## src/efpga_xfer_pkg.sv

```systemverilog
`default_nettype none

package efpga_xfer_pkg;

   localparam int WORD_W      = 32;
   localparam int TCDM_ADDR_W = 20;   // byte address
   localparam int LINT_ADDR_W = 20;
   localparam int RAM_ADDR_W  = 12;
   localparam int BE_W        = 4;
   localparam int LEN_W       = 8;    // words per transfer
   localparam int FIFO_DEPTH  = 4;    // also the credits a start hands out
   localparam int CREDIT_W    = 3;
   localparam int WORD_STRIDE = 4;

   localparam logic [LINT_ADDR_W-1:0] REG_CFG    = 20'h00000;
   localparam logic [LINT_ADDR_W-1:0] REG_LEN    = 20'h00004;
   localparam logic [LINT_ADDR_W-1:0] REG_START  = 20'h00008;
   localparam logic [LINT_ADDR_W-1:0] REG_STATUS = 20'h0000c;
   localparam logic [LINT_ADDR_W-1:0] REG_ID     = 20'h00800;

   localparam logic [7:0] RAM_WINDOW = 8'h01;   // page in lint_addr[19:12]

   localparam logic [WORD_W-1:0] ID_WORD = 32'hca11ef3a;

   // lint slave states
   localparam logic [1:0] LINT_IDLE  = 2'd0;
   localparam logic [1:0] LINT_WRITE = 2'd1;
   localparam logic [1:0] LINT_READ  = 2'd2;
   localparam logic [1:0] LINT_RWAIT = 2'd3;

   typedef union packed {
      logic [WORD_W-1:0] raw;
      struct packed {
         logic [7:0]             rsvd;   // reads as zero
         logic [BE_W-1:0]        be_n;   // byte enables, inverted
         logic [TCDM_ADDR_W-1:0] addr;
      } f;
   } tcdm_cfg_u;

endpackage

`default_nettype wire

```

## src/xfer_if.sv

```systemverilog
`timescale 1ns/100ps
`default_nettype none

interface xfer_if import efpga_xfer_pkg::*; ();

   logic              push;
   logic [WORD_W-1:0] push_word;
   logic              push_last;
   logic              credit;      // one pulse per word popped
   logic              avail;
   logic [WORD_W-1:0] head_word;
   logic              head_last;
   logic              pop;

   modport reader (output push, push_word, push_last, input credit);

   modport buffer (input push, push_word, push_last, pop,
                   output credit, avail, head_word, head_last);

   modport writer (input avail, head_word, head_last, output pop);

endinterface

`default_nettype wire
```

## src/efpga_xfer_top.sv

```systemverilog
`timescale 1ns/100ps
`default_nettype none

module efpga_xfer_top import efpga_xfer_pkg::*; (
   input  wire                    CLK,
   input  wire                    rst_n,
   input  wire                    lint_req,
   input  wire                    lint_wen,
   input  wire [LINT_ADDR_W-1:0]  lint_addr,
   input  wire [WORD_W-1:0]       lint_wdata,
   output logic                   lint_gnt,
   output logic                   lint_valid,
   output logic [WORD_W-1:0]      lint_rdata,
   output logic                   tcdm_req,
   output logic [TCDM_ADDR_W-1:0] tcdm_addr,
   output logic [BE_W-1:0]        tcdm_be,
   input  wire                    tcdm_gnt,
   input  wire                    tcdm_valid,
   input  wire [WORD_W-1:0]       tcdm_rdata,
   output logic                   ram_we,
   output logic [RAM_ADDR_W-1:0]  ram_waddr,
   output logic [WORD_W-1:0]      ram_wdata,
   output logic [RAM_ADDR_W-1:0]  ram_raddr,
   input  wire [WORD_W-1:0]       ram_rdata
);

   logic                   start;
   logic [TCDM_ADDR_W-1:0] start_addr;
   logic [BE_W-1:0]        start_be;
   logic [LEN_W-1:0]       length;
   logic                   done;
   logic [LEN_W-1:0]       words_done;

   xfer_if xf ();

   lint_regs u_regs (
      .CLK        (CLK),
      .rst_n      (rst_n),
      .lint_req   (lint_req),
      .lint_wen   (lint_wen),
      .lint_addr  (lint_addr),
      .lint_wdata (lint_wdata),
      .lint_gnt   (lint_gnt),
      .lint_valid (lint_valid),
      .lint_rdata (lint_rdata),
      .ram_raddr  (ram_raddr),
      .ram_rdata  (ram_rdata),
      .start      (start),
      .start_addr (start_addr),
      .start_be   (start_be),
      .length     (length),
      .done       (done),
      .words_done (words_done)
   );

   tcdm_reader u_reader (
      .CLK        (CLK),
      .rst_n      (rst_n),
      .start      (start),
      .start_addr (start_addr),
      .start_be   (start_be),
      .length     (length),
      .tcdm_req   (tcdm_req),
      .tcdm_addr  (tcdm_addr),
      .tcdm_be    (tcdm_be),
      .tcdm_gnt   (tcdm_gnt),
      .tcdm_valid (tcdm_valid),
      .tcdm_rdata (tcdm_rdata),
      .x          (xf.reader)
   );

   word_fifo u_fifo (
      .CLK   (CLK),
      .rst_n (rst_n),
      .b     (xf.buffer)
   );

   ram_writer u_writer (
      .CLK        (CLK),
      .rst_n      (rst_n),
      .start      (start),
      .length     (length),
      .ram_we     (ram_we),
      .ram_waddr  (ram_waddr),
      .ram_wdata  (ram_wdata),
      .done       (done),
      .words_done (words_done),
      .w          (xf.writer)
   );

endmodule

`default_nettype wire

```

## src/lint_regs.sv

```systemverilog
`timescale 1ns/100ps
`default_nettype none

module lint_regs import efpga_xfer_pkg::*; (
   input  wire                    CLK,
   input  wire                    rst_n,
   input  wire                    lint_req,
   input  wire                    lint_wen,     // low for a write
   input  wire [LINT_ADDR_W-1:0]  lint_addr,
   input  wire [WORD_W-1:0]       lint_wdata,
   output logic                   lint_gnt,
   output logic                   lint_valid,
   output logic [WORD_W-1:0]      lint_rdata,
   output logic [RAM_ADDR_W-1:0]  ram_raddr,
   input  wire [WORD_W-1:0]       ram_rdata,
   output logic                   start,
   output logic [TCDM_ADDR_W-1:0] start_addr,
   output logic [BE_W-1:0]        start_be,
   output logic [LEN_W-1:0]       length,
   input  wire                    done,
   input  wire [LEN_W-1:0]        words_done
);

   logic [1:0]        state;
   tcdm_cfg_u         cfg;
   logic [LEN_W-1:0]  len_q;
   logic              busy;
   logic              done_seen;   // sticky until next start
   logic              ram_sel;
   logic [WORD_W-1:0] reg_rdata;

   assign ram_sel    = (lint_addr[LINT_ADDR_W-1:RAM_ADDR_W] == RAM_WINDOW);
   assign start_addr = cfg.f.addr;
   assign start_be   = ~cfg.f.be_n;
   assign length     = len_q;

   always_comb begin
      case (lint_addr)
         REG_CFG:    reg_rdata = cfg.raw;
         REG_LEN:    reg_rdata = {{(WORD_W-LEN_W){1'b0}}, len_q};
         REG_STATUS: reg_rdata = {{(WORD_W-16){1'b0}}, words_done, 6'b000000, done_seen, busy};
         REG_ID:     reg_rdata = ID_WORD;
         default:    reg_rdata = '0;
      endcase
   end

   always_ff @(posedge CLK or negedge rst_n) begin
      if (!rst_n) begin
         state      <= LINT_IDLE;
         lint_gnt   <= 1'b0;
         lint_valid <= 1'b0;
         lint_rdata <= '0;
         ram_raddr  <= '0;
         cfg.raw    <= '0;
         len_q      <= '0;
         start      <= 1'b0;
      end else begin
         lint_gnt   <= 1'b0;
         lint_valid <= 1'b0;
         start      <= 1'b0;
         case (state)
            LINT_IDLE: begin
               if (lint_req) begin
                  if (!lint_wen) begin
                     lint_gnt <= 1'b1;
                     state    <= LINT_WRITE;
                  end else begin
                     ram_raddr <= lint_addr[RAM_ADDR_W-1:0];   // ram answers next cycle
                     state     <= LINT_READ;
                  end
               end
            end
            LINT_WRITE: begin
               lint_valid <= 1'b1;
               state      <= LINT_IDLE;
               case (lint_addr)
                  REG_CFG: begin
                     cfg.raw    <= lint_wdata;
                     cfg.f.rsvd <= '0;
                  end
                  REG_LEN:   len_q <= lint_wdata[LEN_W-1:0];
                  REG_START: start <= ~busy;   // ignored mid-transfer
                  default: ;
               endcase
            end
            LINT_READ: begin
               lint_gnt <= 1'b1;
               state    <= LINT_RWAIT;
            end
            LINT_RWAIT: begin
               lint_valid <= 1'b1;
               lint_rdata <= ram_sel ? ram_rdata : reg_rdata;
               state      <= LINT_IDLE;
            end
            default: state <= LINT_IDLE;
         endcase
      end
   end

   always_ff @(posedge CLK or negedge rst_n) begin
      if (!rst_n) begin
         busy      <= 1'b0;
         done_seen <= 1'b0;
      end else if (start) begin
         busy      <= 1'b1;
         done_seen <= 1'b0;
      end else if (done) begin
         busy      <= 1'b0;
         done_seen <= 1'b1;
      end
   end

   // grant and response of one access always land in separate cycles
   a_gnt_valid_apart: assert property (@(posedge CLK) disable iff (!rst_n)
      !(lint_gnt && lint_valid))
      else $error("lint_gnt and lint_valid high together");

endmodule

`default_nettype wire

```

## src/ram_writer.sv

```systemverilog
`timescale 1ns/100ps
`default_nettype none

module ram_writer import efpga_xfer_pkg::*; (
   input  wire                   CLK,
   input  wire                   rst_n,
   input  wire                   start,
   input  wire [LEN_W-1:0]       length,
   output logic                  ram_we,
   output logic [RAM_ADDR_W-1:0] ram_waddr,
   output logic [WORD_W-1:0]     ram_wdata,
   output logic                  done,
   output logic [LEN_W-1:0]      words_done,
   xfer_if.writer                w
);

   assign w.pop = w.avail;   // drain as soon as a word shows up

   always_ff @(posedge CLK or negedge rst_n) begin
      if (!rst_n) begin
         ram_we     <= 1'b0;
         ram_waddr  <= '0;
         done       <= 1'b0;
         words_done <= '0;
      end else begin
         ram_we <= w.avail;
         done   <= (start && (length == '0)) || (w.avail && w.head_last);
         if (start) begin
            words_done <= '0;
         end else if (w.avail) begin
            ram_waddr  <= RAM_ADDR_W'(words_done * WORD_STRIDE);   // count doubles as index
            words_done <= words_done + LEN_W'(1);
         end
      end
   end

   always_ff @(posedge CLK) begin
      if (w.avail) begin
         ram_wdata <= w.head_word;
      end
   end

endmodule

`default_nettype wire

```

## src/tcdm_reader.sv

```systemverilog
`timescale 1ns/100ps
`default_nettype none

module tcdm_reader import efpga_xfer_pkg::*; (
   input  wire                    CLK,
   input  wire                    rst_n,
   input  wire                    start,
   input  wire [TCDM_ADDR_W-1:0]  start_addr,
   input  wire [BE_W-1:0]         start_be,
   input  wire [LEN_W-1:0]        length,
   output logic                   tcdm_req,
   output logic [TCDM_ADDR_W-1:0] tcdm_addr,
   output logic [BE_W-1:0]        tcdm_be,
   input  wire                    tcdm_gnt,
   input  wire                    tcdm_valid,
   input  wire [WORD_W-1:0]       tcdm_rdata,
   xfer_if.reader                 x
);

   logic                active;
   logic [LEN_W-1:0]    issued;
   logic [LEN_W-1:0]    issued_nxt;
   logic [LEN_W-1:0]    recv;
   logic [CREDIT_W-1:0] credits;
   logic [CREDIT_W-1:0] credits_nxt;
   logic                granted;

   assign granted     = tcdm_req & tcdm_gnt;
   assign issued_nxt  = issued + LEN_W'(granted);
   assign credits_nxt = credits - CREDIT_W'(granted) + CREDIT_W'(x.credit);

   always_ff @(posedge CLK or negedge rst_n) begin
      if (!rst_n) begin
         active    <= 1'b0;
         issued    <= '0;
         credits   <= CREDIT_W'(FIFO_DEPTH);
         tcdm_req  <= 1'b0;
         tcdm_addr <= '0;
         tcdm_be   <= '0;
      end else if (start) begin
         active    <= (length != '0);
         issued    <= '0;
         credits   <= CREDIT_W'(FIFO_DEPTH);
         tcdm_req  <= 1'b0;
         tcdm_addr <= start_addr;
         tcdm_be   <= start_be;
      end else begin
         credits <= credits_nxt;
         issued  <= issued_nxt;
         if (granted) begin
            tcdm_addr <= tcdm_addr + TCDM_ADDR_W'(WORD_STRIDE);
         end
         if (issued_nxt == length) begin
            active <= 1'b0;
         end
         // an ungranted request keeps its credit, so req stays up
         tcdm_req <= active && (issued_nxt != length) && (credits_nxt != '0);
      end
   end

   always_ff @(posedge CLK or negedge rst_n) begin
      if (!rst_n) begin
         recv        <= '0;
         x.push      <= 1'b0;
         x.push_last <= 1'b0;
      end else begin
         x.push      <= tcdm_valid;
         x.push_last <= tcdm_valid && (recv == length - LEN_W'(1));
         if (start) begin
            recv <= '0;
         end else if (tcdm_valid) begin
            recv <= recv + LEN_W'(1);
         end
      end
   end

   always_ff @(posedge CLK) begin
      if (tcdm_valid) begin
         x.push_word <= tcdm_rdata;
      end
   end

   // words granted but not yet popped never exceed the buffer
   a_credit_max: assert property (@(posedge CLK) disable iff (!rst_n)
      credits <= CREDIT_W'(FIFO_DEPTH))
      else $error("credit count above FIFO depth");

endmodule

`default_nettype wire

```

## src/word_fifo.sv

```systemverilog
`timescale 1ns/100ps
`default_nettype none

module word_fifo import efpga_xfer_pkg::*; (
   input wire     CLK,
   input wire     rst_n,
   xfer_if.buffer b
);

   logic [WORD_W-1:0]             mem_word [FIFO_DEPTH];
   logic                          mem_last [FIFO_DEPTH];
   logic [$clog2(FIFO_DEPTH)-1:0] wr_ptr;
   logic [$clog2(FIFO_DEPTH)-1:0] rd_ptr;
   logic [CREDIT_W-1:0]           count;
   logic                          empty;
   logic                          full;
   logic                          do_push;
   logic                          do_pop;

   assign empty   = (count == '0);
   assign full    = (count == CREDIT_W'(FIFO_DEPTH));
   assign do_push = b.push & ~full;
   assign do_pop  = b.pop & ~empty;

   assign b.avail     = ~empty;
   assign b.head_word = mem_word[rd_ptr];
   assign b.head_last = mem_last[rd_ptr];
   assign b.credit    = do_pop;   // slot freed this edge

   always_ff @(posedge CLK) begin
      if (do_push) begin
         mem_word[wr_ptr] <= b.push_word;
         mem_last[wr_ptr] <= b.push_last;
      end
   end

   always_ff @(posedge CLK or negedge rst_n) begin
      if (!rst_n) begin
         wr_ptr <= '0;
         rd_ptr <= '0;
         count  <= '0;
      end else begin
         if (do_push) begin
            wr_ptr <= (wr_ptr == FIFO_DEPTH - 1) ? '0 : wr_ptr + 1'b1;
         end
         if (do_pop) begin
            rd_ptr <= (rd_ptr == FIFO_DEPTH - 1) ? '0 : rd_ptr + 1'b1;
         end
         count <= count + CREDIT_W'(do_push) - CREDIT_W'(do_pop);
      end
   end

   // credits upstream and avail downstream keep both sides in bounds
   a_no_overflow: assert property (@(posedge CLK) disable iff (!rst_n)
      !(b.push && full) && !(b.pop && empty))
      else $error("word FIFO push while full or pop while empty");

endmodule

`default_nettype wire

```

## config.mk

```make
export PLATFORM = sky130hd
export DESIGN_NAME = efpga_xfer_top
export DESIGN_NICKNAME = d
export VERILOG_FILES = /design/src/efpga_xfer_pkg.sv /design/src/xfer_if.sv /design/src/efpga_xfer_top.sv /design/src/lint_regs.sv /design/src/ram_writer.sv /design/src/tcdm_reader.sv /design/src/word_fifo.sv
export SDC_FILE = /design/constraint.sdc
export NUM_CORES = 1
export LEC_CHECK = 0
export ABC_CLOCK_PERIOD_IN_PS = 6750
export BUFFER_PORTS_ARGS = -buffer_cell sky130_fd_sc_hd__buf_2
export CORE_ASPECT_RATIO = 1.2
export CORE_UTILIZATION = 50
export CTS_BUF_LIST = sky130_fd_sc_hd__clkbuf_2
export DETAILED_ROUTE_END_ITERATION = 8
export PLACE_DENSITY_LB_ADDON = 0.12
export SLEW_MARGIN = 20
export SYNTH_ARGS = -nofsm -noshare
export SYNTH_HDL_FRONTEND = slang
export SYNTH_HIERARCHICAL = 1
export SYNTH_SLANG_ARGS = --single-unit
```

## constraint.sdc

```tcl
create_clock -name CLK -period 6.75 [get_ports CLK]
set_clock_uncertainty 0.15 [all_clocks]
set_input_delay 1.0125 -clock CLK [delete_from_list [all_inputs] [get_ports CLK]]
set_output_delay 1.0125 -clock CLK [all_outputs]
set_load 0.005 [all_outputs]
```

Word level (Yosys, flattened, before mapping). Memory sizes are Yosys's and may differ from the RTL's. A register that Yosys moved wholly into a read port is not among the register bits. Index checks and enable logic that the tools add are counted.

Bits of input ports: 122. Memories: 2. Output and inout bits: 116. Register bits: 187. Bits in read-only memories: 0. Latch bits: 0. Word-level logic and storage cells: 115. RAM bits: 132.

Order comparisons: 0. Div/mod/pow operators: 0. Equality and inequality tests: 16. Multiply operators: 0. Multiplexer cells: 30. Reduce and logical (&&, ||, !) cells: 22. Add/sub/neg operators: 11. Shift operators: 0. Bitwise operators: 7.

Memories: u_fifo.mem_word (words 4, bits a word 32, rd ports 1, clocked after memory_dff 1, write ports 1, RTL line word_fifo.sv:10) `logic [WORD_W-1:0] mem_word [FIFO_DEPTH];`; u_fifo.mem_last (words 4, bits a word 1, rd ports 1, clocked after memory_dff 0, write ports 1, RTL line word_fifo.sv:11) `logic mem_last [FIFO_DEPTH];`.

Operators with widths (count): case mux 32 bit (4 select lines) (1); == test 20 x 4 -> 1 bit (second input constant) (2); 2-to-1 mux 20 bit (2); 2-to-1 mux 8 bit (5); 2-to-1 mux 32 bit (1); adder 20 x 3 -> 20 bit (second input constant) (1); == test 20 x 12 -> 1 bit (second input constant) (1); == test 20 x 3 -> 1 bit (second input constant) (1); zero test 20 bit (1); adder 8 x 1 -> 8 bit (second input constant) (2); == test 8 bit (2); 2-to-1 mux 1 bit (14); adder 8 x 1 -> 8 bit (1); == test 2 bit (second input constant) (4); == test 8 x 1 -> 1 bit (second input constant) (1); zero test 8 bit (1); 2-to-1 mux 2 bit (4); != test 8 bit (1); nonzero test 2 bit (4); nonzero test 8 bit (1); subtractor 8 x 1 -> 8 bit (second input constant) (1); adder 3 x 1 -> 3 bit (2); case mux 2 bit (3 select lines) (1); AND reduction 2 bit (3); 18 further kinds (29).

Logic depth before layout (Yosys ltp). Gate-level depths: netlist of run 1.

Depth in word-level cells: 6. Mapped depth: 11. Gate-level depth less buffers: 10.

By module. The synthesis of run 1 kept the hierarchy.

Modules (own cells, without submodules): word_fifo (sequential area each 4139.0 um^2, instances 1, area each 5253.8 um^2, cells an instance 211); lint_regs (sequential area each 2077.0 um^2, instances 1, area each 3928.8 um^2, cells an instance 346); tcdm_reader (sequential area each 2138.3 um^2, instances 1, area each 3599.7 um^2, cells an instance 304); ram_writer (sequential area each 1411.4 um^2, instances 1, area each 1775.5 um^2, cells an instance 101).

Least setup slack after synthesis of run 1. No wires, ideal clock.

Kind: input to register. Start point: input lint_addr[3]. End point: register u_regs/cfg[10] (netlist bit). Stages on the path: 7. Setup slack: 3.809 ns. Arrival time: 2.666 ns. Setup time: 0.125 ns. Path buffers: 3. Required time: 6.475 ns. Cell sequence: buf_2 nor2_1 nor4b_4 and3_1 buf_6 buf_12 mux2_4.

Longest elaborated chain between the ends: 2.

RTL lines: from (decl) (RTL line efpga_xfer_top.sv:9) `input wire [LINT_ADDR_W-1:0] lint_addr,`; zero test 20 bit (RTL line lint_regs.sv:76) `case (lint_addr)`; AND reduction 2 bit (no source line); to (decl) (RTL line lint_regs.sv:25) `tcdm_cfg_u cfg;`.

No other way between the ends. A chain may end at the register's enable or synchronous reset.

Final worst setup path of run 1.
Start point: register u_fifo.count[1]. End point: register u_fifo.count[2].

Elaborated cells on any way between the ends: 7. Classes of those cells: add/sub: 2; eq/ne: 1; bitwise: 3; reduce/logical: 1.

RTL lines: from (decl) (RTL line word_fifo.sv:14) `logic [CREDIT_W-1:0] count;`; from (signal assigned) (RTL line word_fifo.sv:49) `count <= count + CREDIT_W'(do_push) - CREDIT_W'(do_pop);`; zero test 3 bit (RTL line word_fifo.sv:20) `assign empty = (count == '0);`; inverter 1 bit (no source line); via xf.avail (RTL line xfer_if.sv:10) `logic avail;`; subtractor 3 x 1 -> 3 bit (RTL line word_fifo.sv:49).

The timed path passes the listed nets, and every way through them passes these cells.

==> reports/qor.yml, run 1 <==
critical_path:
  crit_path_end_kind: "register"
  setup.worst_path.start_class: "register"
  cp_max_fo: 43
  cp.arrival_ns: 3.50
  crit_type: "register to register"
  cp.required_ns: 7.39
floorplan:
  core-area_sq_mm: 0.0287
  rows: 68
  die_x_um: 158
  die_h_um: 189
  die_area_sq_mm: 0.0298
  io_pins: 238
  start_util_pct: 50.8
power:
  clockPowerShare_pct: 23.1
  combPwrFrac_pct: 23.6
  p_seq_share_pct: 53.3
  p_switching_mw: 1.86
  leakage_nw: 6.95
  cell_internal_pwr_mw: 4.10
  ir_drop_mv: 0.175
  p_sw_share_pct: 31.2
  power_density_mw_per_mm2: 358
cells_and_area:
  area_delta_synth_final_pct: 14.3
  drive_above_1_share_pct: 37.2
  fillerInstances: 2445
  final_nets: 1364
synth:
  syn_inst: 962
  ys_types: 68
  yosys-top-cells-area: "edfxtp_1 (40%), dfrtp_1 (26%), mux4_2 (4.3%)"
  synth_seq_cells: 351
  yosysWarnings: 6
  netlist.area_leader.share_pct: 40.4
  async_flop_share_pct: 44.2
  ys_seq_area_share_pct: 67.1
  synth_top_cell_by_area: "edfxtp_1"
  avgSynthCellArea_sq_um: 15.1
  synth_edf_count: 196
  ys.flop_type: "edfxtp_1"
  synth.cell_area_sq_mm: 0.0146
grt:
  grt_antenna_before_repair: 3
  grt_pass1_wl_um: 48500
  grt_overflow_total: 0
  grt_start_max_net_pins: 56
  grt_pass1_vias: 9183
  track_usage_pct: 21.6
sta:
  period_needed_ns: 2.87
  setup_viol: 0
  drv_slew: 0
  rsz0062_at_grt: "no"
  fin_crit_sh_pct: 42.5
  setup_slack_ns: 3.88
  hold_viol: 0
  clock.fmax_mhz: 349
  relSlewSlack_pct: 37.5
  tightestPinTransition_ns: 0.937
  tns_ns: 0
place:
  place_ws_ns: 3.14
  dp_hpwl_um: 19800
  portBuffers: 225
  gp_congestion: 0.814
status:
  status: "completed"
routing:
  drtPass1Iterations: 4
  vias: 8721
  drt_iter0_drc: 519
  via_per_inst: 5.19
  wl_um: 30800
  antenna_left: 0
  wl_per_cell_um: 18.3
  drc_errors: 0
job:
  cap_violations: 0
cts:
  postCtsResizedCells: 0
  clk_pin_slew_worst_paths_ns: 0.12
  cts_made_buffers: 86
  cts_tree: "yes"
  cts-root-buf: "clkbuf_2"
  clock_latency_ns: 0.89
  clock_sinks: 351
  cts_buffer_depth: 3
  htree_levels: 3
min_path:
  hp-class: "input port to register"
[final timing paths]
kind	end	slack [ns]	startpoint	depth (start not counted)
max	u_fifo/count[2]	3.88	u_fifo/count[1]	10
min	u_reader/x.push_word[1]	0.14	tcdm_rdata[1]	1
max reg2reg	u_fifo/count[2]	3.88	u_fifo/count[1]	10
min reg2reg	u_fifo/mem_last[1]	0.32	u_reader/x.push_last	0
max in group asynchronous	u_regs/start	4.80	rst_n	3
min in group asynchronous	u_reader/tcdm_addr[6]	0.48	rst_n	2
[layout by cell type (no fill, tap or decap), types with 29 or more instances in the layout]
master	instances
buf_2	224
clkbuf_2	117
clkinv_1	29
dfrtp_1	152
edfxtp_1	196
mux2_2	43
nand2_1	64
nand3_1	33
nor2_1	69
xor2_1	30
[power by group through the flow]
| stage | combinational (mW) | clock (mW) | sequential, mW |
|---|---|---|---|
| after global placement | 1.41 | 0 | 3.21 |
| after global routing | 1.58 | 1.56 | 3.25 |
| after floorplan | 0.953 | 0 | 3.15 |
| after CTS | 1.44 | 1.45 | 3.19 |
| final | 1.40 | 1.38 | 3.18 |
| after detailed placement | 1.44 | 0 | 3.23 |
[area by class of cell]
class | instances | area [sq um] | area share [%]
clock inverters | 41 | 205 | 1.23
well taps | 385 | 482 | 2.89
diodes | 1 | 2.50 | 0.0150
multi-input cells | 517 | 4230 | 25.4
repair buffers | 242 | 1270 | 7.63
flip-flops and latches | 351 | 9770 | 58.7
inverters | 26 | 97.6 | 0.586
clock buffers | 117 | 586 | 3.52
[through the flow]
stage | hold WS (ns) | util [%] | cell area (sq um) | instances | power, mW
2_1_floorplan | 0.289 | - | 14600 | 965 | 4.11
3_3_place_gp | 0.301 | 55.1 | 15800 | 1517 | 4.62
3_5_place_dp | 0.310 | 55.1 | 15800 | 1517 | 4.67
4_1_cts | 0.000232 | 58.0 | 16600 | 1679 | 6.07
5_1_grt | 0.00678 | 58.0 | 16600 | 1680 | 6.38
6_report | 0.137 | 58.0 | 16600 | 1680 | 5.96
[per-layer routing]
metal | vias to the layer above | share of wire [%] | wire, um | track usage (%)
li1 | 4094 | - | - | -
met1 | 4298 | 39 | 12100 | 25.0
met5 | - | 0.058 | 18 | 0
met2 | 284 | 52 | 15900 | 36.2
met4 | 4 | 2.3 | 693 | 9.26
met3 | 41 | 7.0 | 2140 | 7.21
[Yosys cell counts (all sizes together) (7+ instances only)]
| library cell | count |
|---|---|
| mux4 | 33 |
| mux2 | 63 |
| a22o | 8 |
| a21oi | 20 |
| inv | 26 |
| nand3 | 33 |
| or3 | 7 |
| nor3 | 9 |
| xnor2 | 25 |
| nor2 | 69 |
| buf | 48 |
| a32oi | 7 |
| dfrtp | 154 |
| nand4 | 19 |
| nand2 | 65 |
| mux2i | 7 |
| xor2 | 30 |
| clkbuf | 23 |
| edfxtp | 196 |
| o21ai | 25 |
| a31oi | 21 |
| and2 | 8 |
| ha | 16 |
[timing repair]
| action | 4_1_cts | 5_1_grt |
|---|---|---|
| hold buffers | 4 | 0 |
| endpoints found under the hold margin | 53 | 0 |
| setup buffers | 0 | 0 |
[state kept, by name (all words and copies together) (netlist names), 2 cells and up]
register              cells
u_fifo/count              3
u_fifo/mem_last           4
u_fifo/mem_word         128
u_fifo/rd_ptr             2
u_fifo/wr_ptr             2
u_reader/credits          3
u_reader/issued           8
u_reader/recv             8
u_reader/tcdm_addr       20
u_reader/tcdm_be          4
u_reader/x.push_word     32
u_regs/cfg               24
u_regs/length             8
u_regs/lint_rdata        32
u_regs/ram_raddr         12
u_regs/state              2
u_writer/ram_waddr        8
u_writer/ram_wdata       32
u_writer/words_done       8
[critical path, stage by stage (launching register included)]
cell and delay (ns):
dfrtp_1 0.45, or3_4 0.70, nand2_2 0.23, inv_1 0.08, ha_1 0.29, inv_1 0.05, ha_1 0.13, inv_1 0.05
fa_1 0.37, xnor2_1 0.17, xnor2_1 0.13
[kinds of logic after synthesis]
kind of cell / Yosys count / synth area share [%]
buf+inv: 97 / 4.00
compound gates: 95 / 4.22
other cells: 1 / 0.0258
fa+ha+maj: 18 / 1.65
mux: 103 / 11.1
simple gates: 241 / 8.46
xor+xnor: 56 / 3.46
flops: 351 / 67.1
No activity file was read; power rests on OpenSTA's default activity.
==> run 2: changes to the inputs <==
Settings changed: ABC_CLOCK_PERIOD_IN_PS 6750 to 2400.
Clock period 6.75 ns to 2.4 ns, I/O delays scaled along.
==> run 2 against run 1 <==
  * The run now ends with setup timing left
  * Sequential power grew to 2.8 times the previous value
  * Core utilization is 9.1 points higher
  * Power grew to 3.0 times the previous value
  * Register-to-register slack worse by 3.8 ns
  * Combinational power grew to 3.7 times the previous value
  * Via count is 13% higher
  * First-iteration DRC count is 5.2% lower
  * Sequential cell count stayed put
  * Critical path type is now input port to register
  * Highest routed layer is now met4
==> reports/qor.yml, run 2 (synthesized netlist as in run 1, its figures left out) <==
cts:
  clk_pin_slew_worst_paths_ns: 0.11  # about the same
  clock_sinks: 351  # unchanged
  cts_buffer_depth: 3  # unchanged
  cts-root-buf: "clkbuf_2"
  cts_tree: "yes"
  htree_levels: 3  # unchanged
  cts_made_buffers: 87  # +1.2%
  clock_latency_ns: 0.92  # +0.03 ns
floorplan:
  die_h_um: 189  # unchanged
  core-area_sq_mm: 0.0287  # unchanged
  die_x_um: 158  # unchanged
  rows: 68  # unchanged
  io_pins: 238  # unchanged
  die_area_sq_mm: 0.0298  # unchanged
  start_util_pct: 50.8  # unchanged
power:
  combPwrFrac_pct: 28.3  # +4.7 points
  p_sw_share_pct: 31.0  # -0.21 points
  power_density_mw_per_mm2: 937  # +160%
  cell_internal_pwr_mw: 12.4  # +200%
  leakage_nw: 8.02  # +15%
  p_switching_mw: 5.59  # +200%
  p_seq_share_pct: 49.6  # -3.7 points
  clockPowerShare_pct: 22.1  # -1.0 points
  ir_drop_mv: 0.563  # +220%
routing:
  antenna_left: 0  # unchanged
  via_per_inst: 5.15  # -0.86%
  drt_iter0_drc: 492  # -5.2%
  drc_errors: 0  # unchanged
  vias: 9891  # +13%
  wl_um: 35500  # +15%
  wl_per_cell_um: 18.5  # +0.80%
  drtPass1Iterations: 5  # +1
cells_and_area:
  fillerInstances: 2122  # -13%
  multi_input_area_sq_mm: 0.00431  # +1.9%
  area_delta_synth_final_pct: 32.2
  final_nets: 1611  # +18%
  top_register: "u_fifo/mem_word"
  drive_above_1_share_pct: 35.1  # -2.1 points
  layout_common_cells: "buf_2 (224), dlygate4sd3_1 (209), edfxtp_1 (196)"
  final_common_cell: "buf_2"
  largest_register_ffs: 128  # unchanged
  utilization_pct: 67.1  # +9.1 points
  fin_area_sq_mm: 0.0192  # +16%
  fin_cells: 1922  # +14%
  regArea_sq_mm: 0.00977  # unchanged
critical_path:
  setup.worst_path.start_class: "input port"
  slowest_delay_ns: 0.57  # -0.13 ns
  crit_type: "input port to register"
  cp_cell_sequence: "dlygate4sd3_1 > buf_2 > or4_4 > nor4b_4 > buf_6 > a41oi_1 > buf_4 > a31oi_1 > dlygate4sd3_1"
  reg2reg_slack_ns: 0.09  # -3.79 ns
  rr_endpoint: "u_reader/tcdm_req"
  cp_slowest_cell: "dlygate4sd3_1"
  cp.arrival_ns: 3.11  # -0.39 ns
  r2r_start: "u_reader/tcdm_req"
  crit_path_frequent_cell: "dlygate4sd3_1"
  crit_path_end_kind: "register"
  cp.required_ns: 3.08  # -4.31 ns
  rr_worst_depth: 10  # unchanged
  cp_max_fo: 5  # -88%
min_path:
  min_from: "lint_wdata[20]"
  holdPathStages: 3  # +2
  whs_endpoint: "u_regs/cfg[20]"
  hp-class: "input port to register"
sta:
  fin_worst_hold_slack_ns: 0.0926  # -0.0442 ns
  fin_crit_sh_pct: 101
  setup_viol: 9  # +9
  clock.fmax_mhz: 411
  rsz0062_at_grt: "yes"
  period_needed_ns: 2.43
  tightestPinTransition_ns: 0.592  # -0.345 ns
  relSlewSlack_pct: 60.2  # +23 points
  setup_slack_ns: -0.0340  # -3.92 ns
  hold_viol: 0  # unchanged
  drv_slew: 0  # unchanged
place:
  gp_congestion: 0.822  # +0.98%
  place_ws_ns: -0.150  # -3.29 ns
  placed_area_sq_mm: 0.0162  # +2.6%
  dp_hpwl_um: 21000  # +5.6%
  dp.cells: 1552  # +2.3%
  portBuffers: 225  # unchanged
grt:
  grt_overflow_total: 0  # unchanged
  grt_antenna_before_repair: 3  # unchanged
  track_usage_pct: 24.7  # +3.1 points
  grt_pass1_wl_um: 55000  # +13%
  grt_start_max_net_pins: 65  # +16%
  grt_pass1_vias: 10500  # +14%
job:
  cap_violations: 0  # unchanged
status:
  violations: "setup timing"
  status: "complete, but fails checks"
-- run 2: worst max path at each step --
stage                         start                   end  slack, ns  cells after the start
finish                 lint_addr[6]  u_regs/lint_rdata[9]      -0.03                      9
global placement      lint_addr[12]      u_regs/length[0]      -0.15                      6
global route        u_fifo/count[2]     u_reader/tcdm_req     -0.006                      7
floorplan           u_fifo/count[0]       u_fifo/count[2]      -0.15                     11
CTS                 u_fifo/count[0]     u_reader/tcdm_req       0.01                      7
detailed placement    lint_addr[12]      u_regs/length[6]      -0.15                      6
-- run 2: power groups by stage --
stage	combinational, mW	sequential [mW]	clock, mW
after floorplan	2.77	8.88	0
after global placement	4.35	8.98	0
after detailed placement	4.43	9.04	0
after CTS	5.04	8.92	4.14
after global routing	5.62	9.11	4.45
final	5.11	8.94	3.98
-- run 2: timing repair --
item | CTS | global route
hold buffers | 209 | 1
hold endpoints to repair | 317 | 1
setup buffers | 0 | 5
setup endpoints to repair | 0 | 15
gates resized for setup | 0 | 11
-- run 2: area by class of cell --
| cell class | count | area share [%] |
|---|---|---|
| diodes | 3 | 0.0390 |
| clock buffers | 126 | 3.28 |
| clock inverters | 26 | 0.878 |
| inverters | 26 | 0.507 |
| repair buffers | 488 | 19.6 |
| flip-flops and latches | 351 | 50.8 |
| multi-input cells | 517 | 22.4 |
| well taps | 385 | 2.50 |
-- run 2: stage by stage --
stage               total power, mW   TNS, ns
CTS                            18.1         0
floorplan                      11.6    -0.206
global placement               13.3     -2.67
finish                         18.0    -0.171
detailed placement             13.5     -3.05
global route                   19.2  -0.00606
-- run 2: per-layer routing --
metal / vias up / track usage [%] / wire [um]
li1: 4585 / - / -
met1: 4877 / 27.5 / 13400
met2: 373 / 43.3 / 18600
met3: 56 / 6.73 / 2370
met4: 0 / 11.6 / 1080
met5: - / 0 / 0
-- run 2: critical path: cells and delay by family --
kind            cells  cell delay, ns
simple gates        2            0.88
compound gates      2            0.28
buf+inv             5            1.58
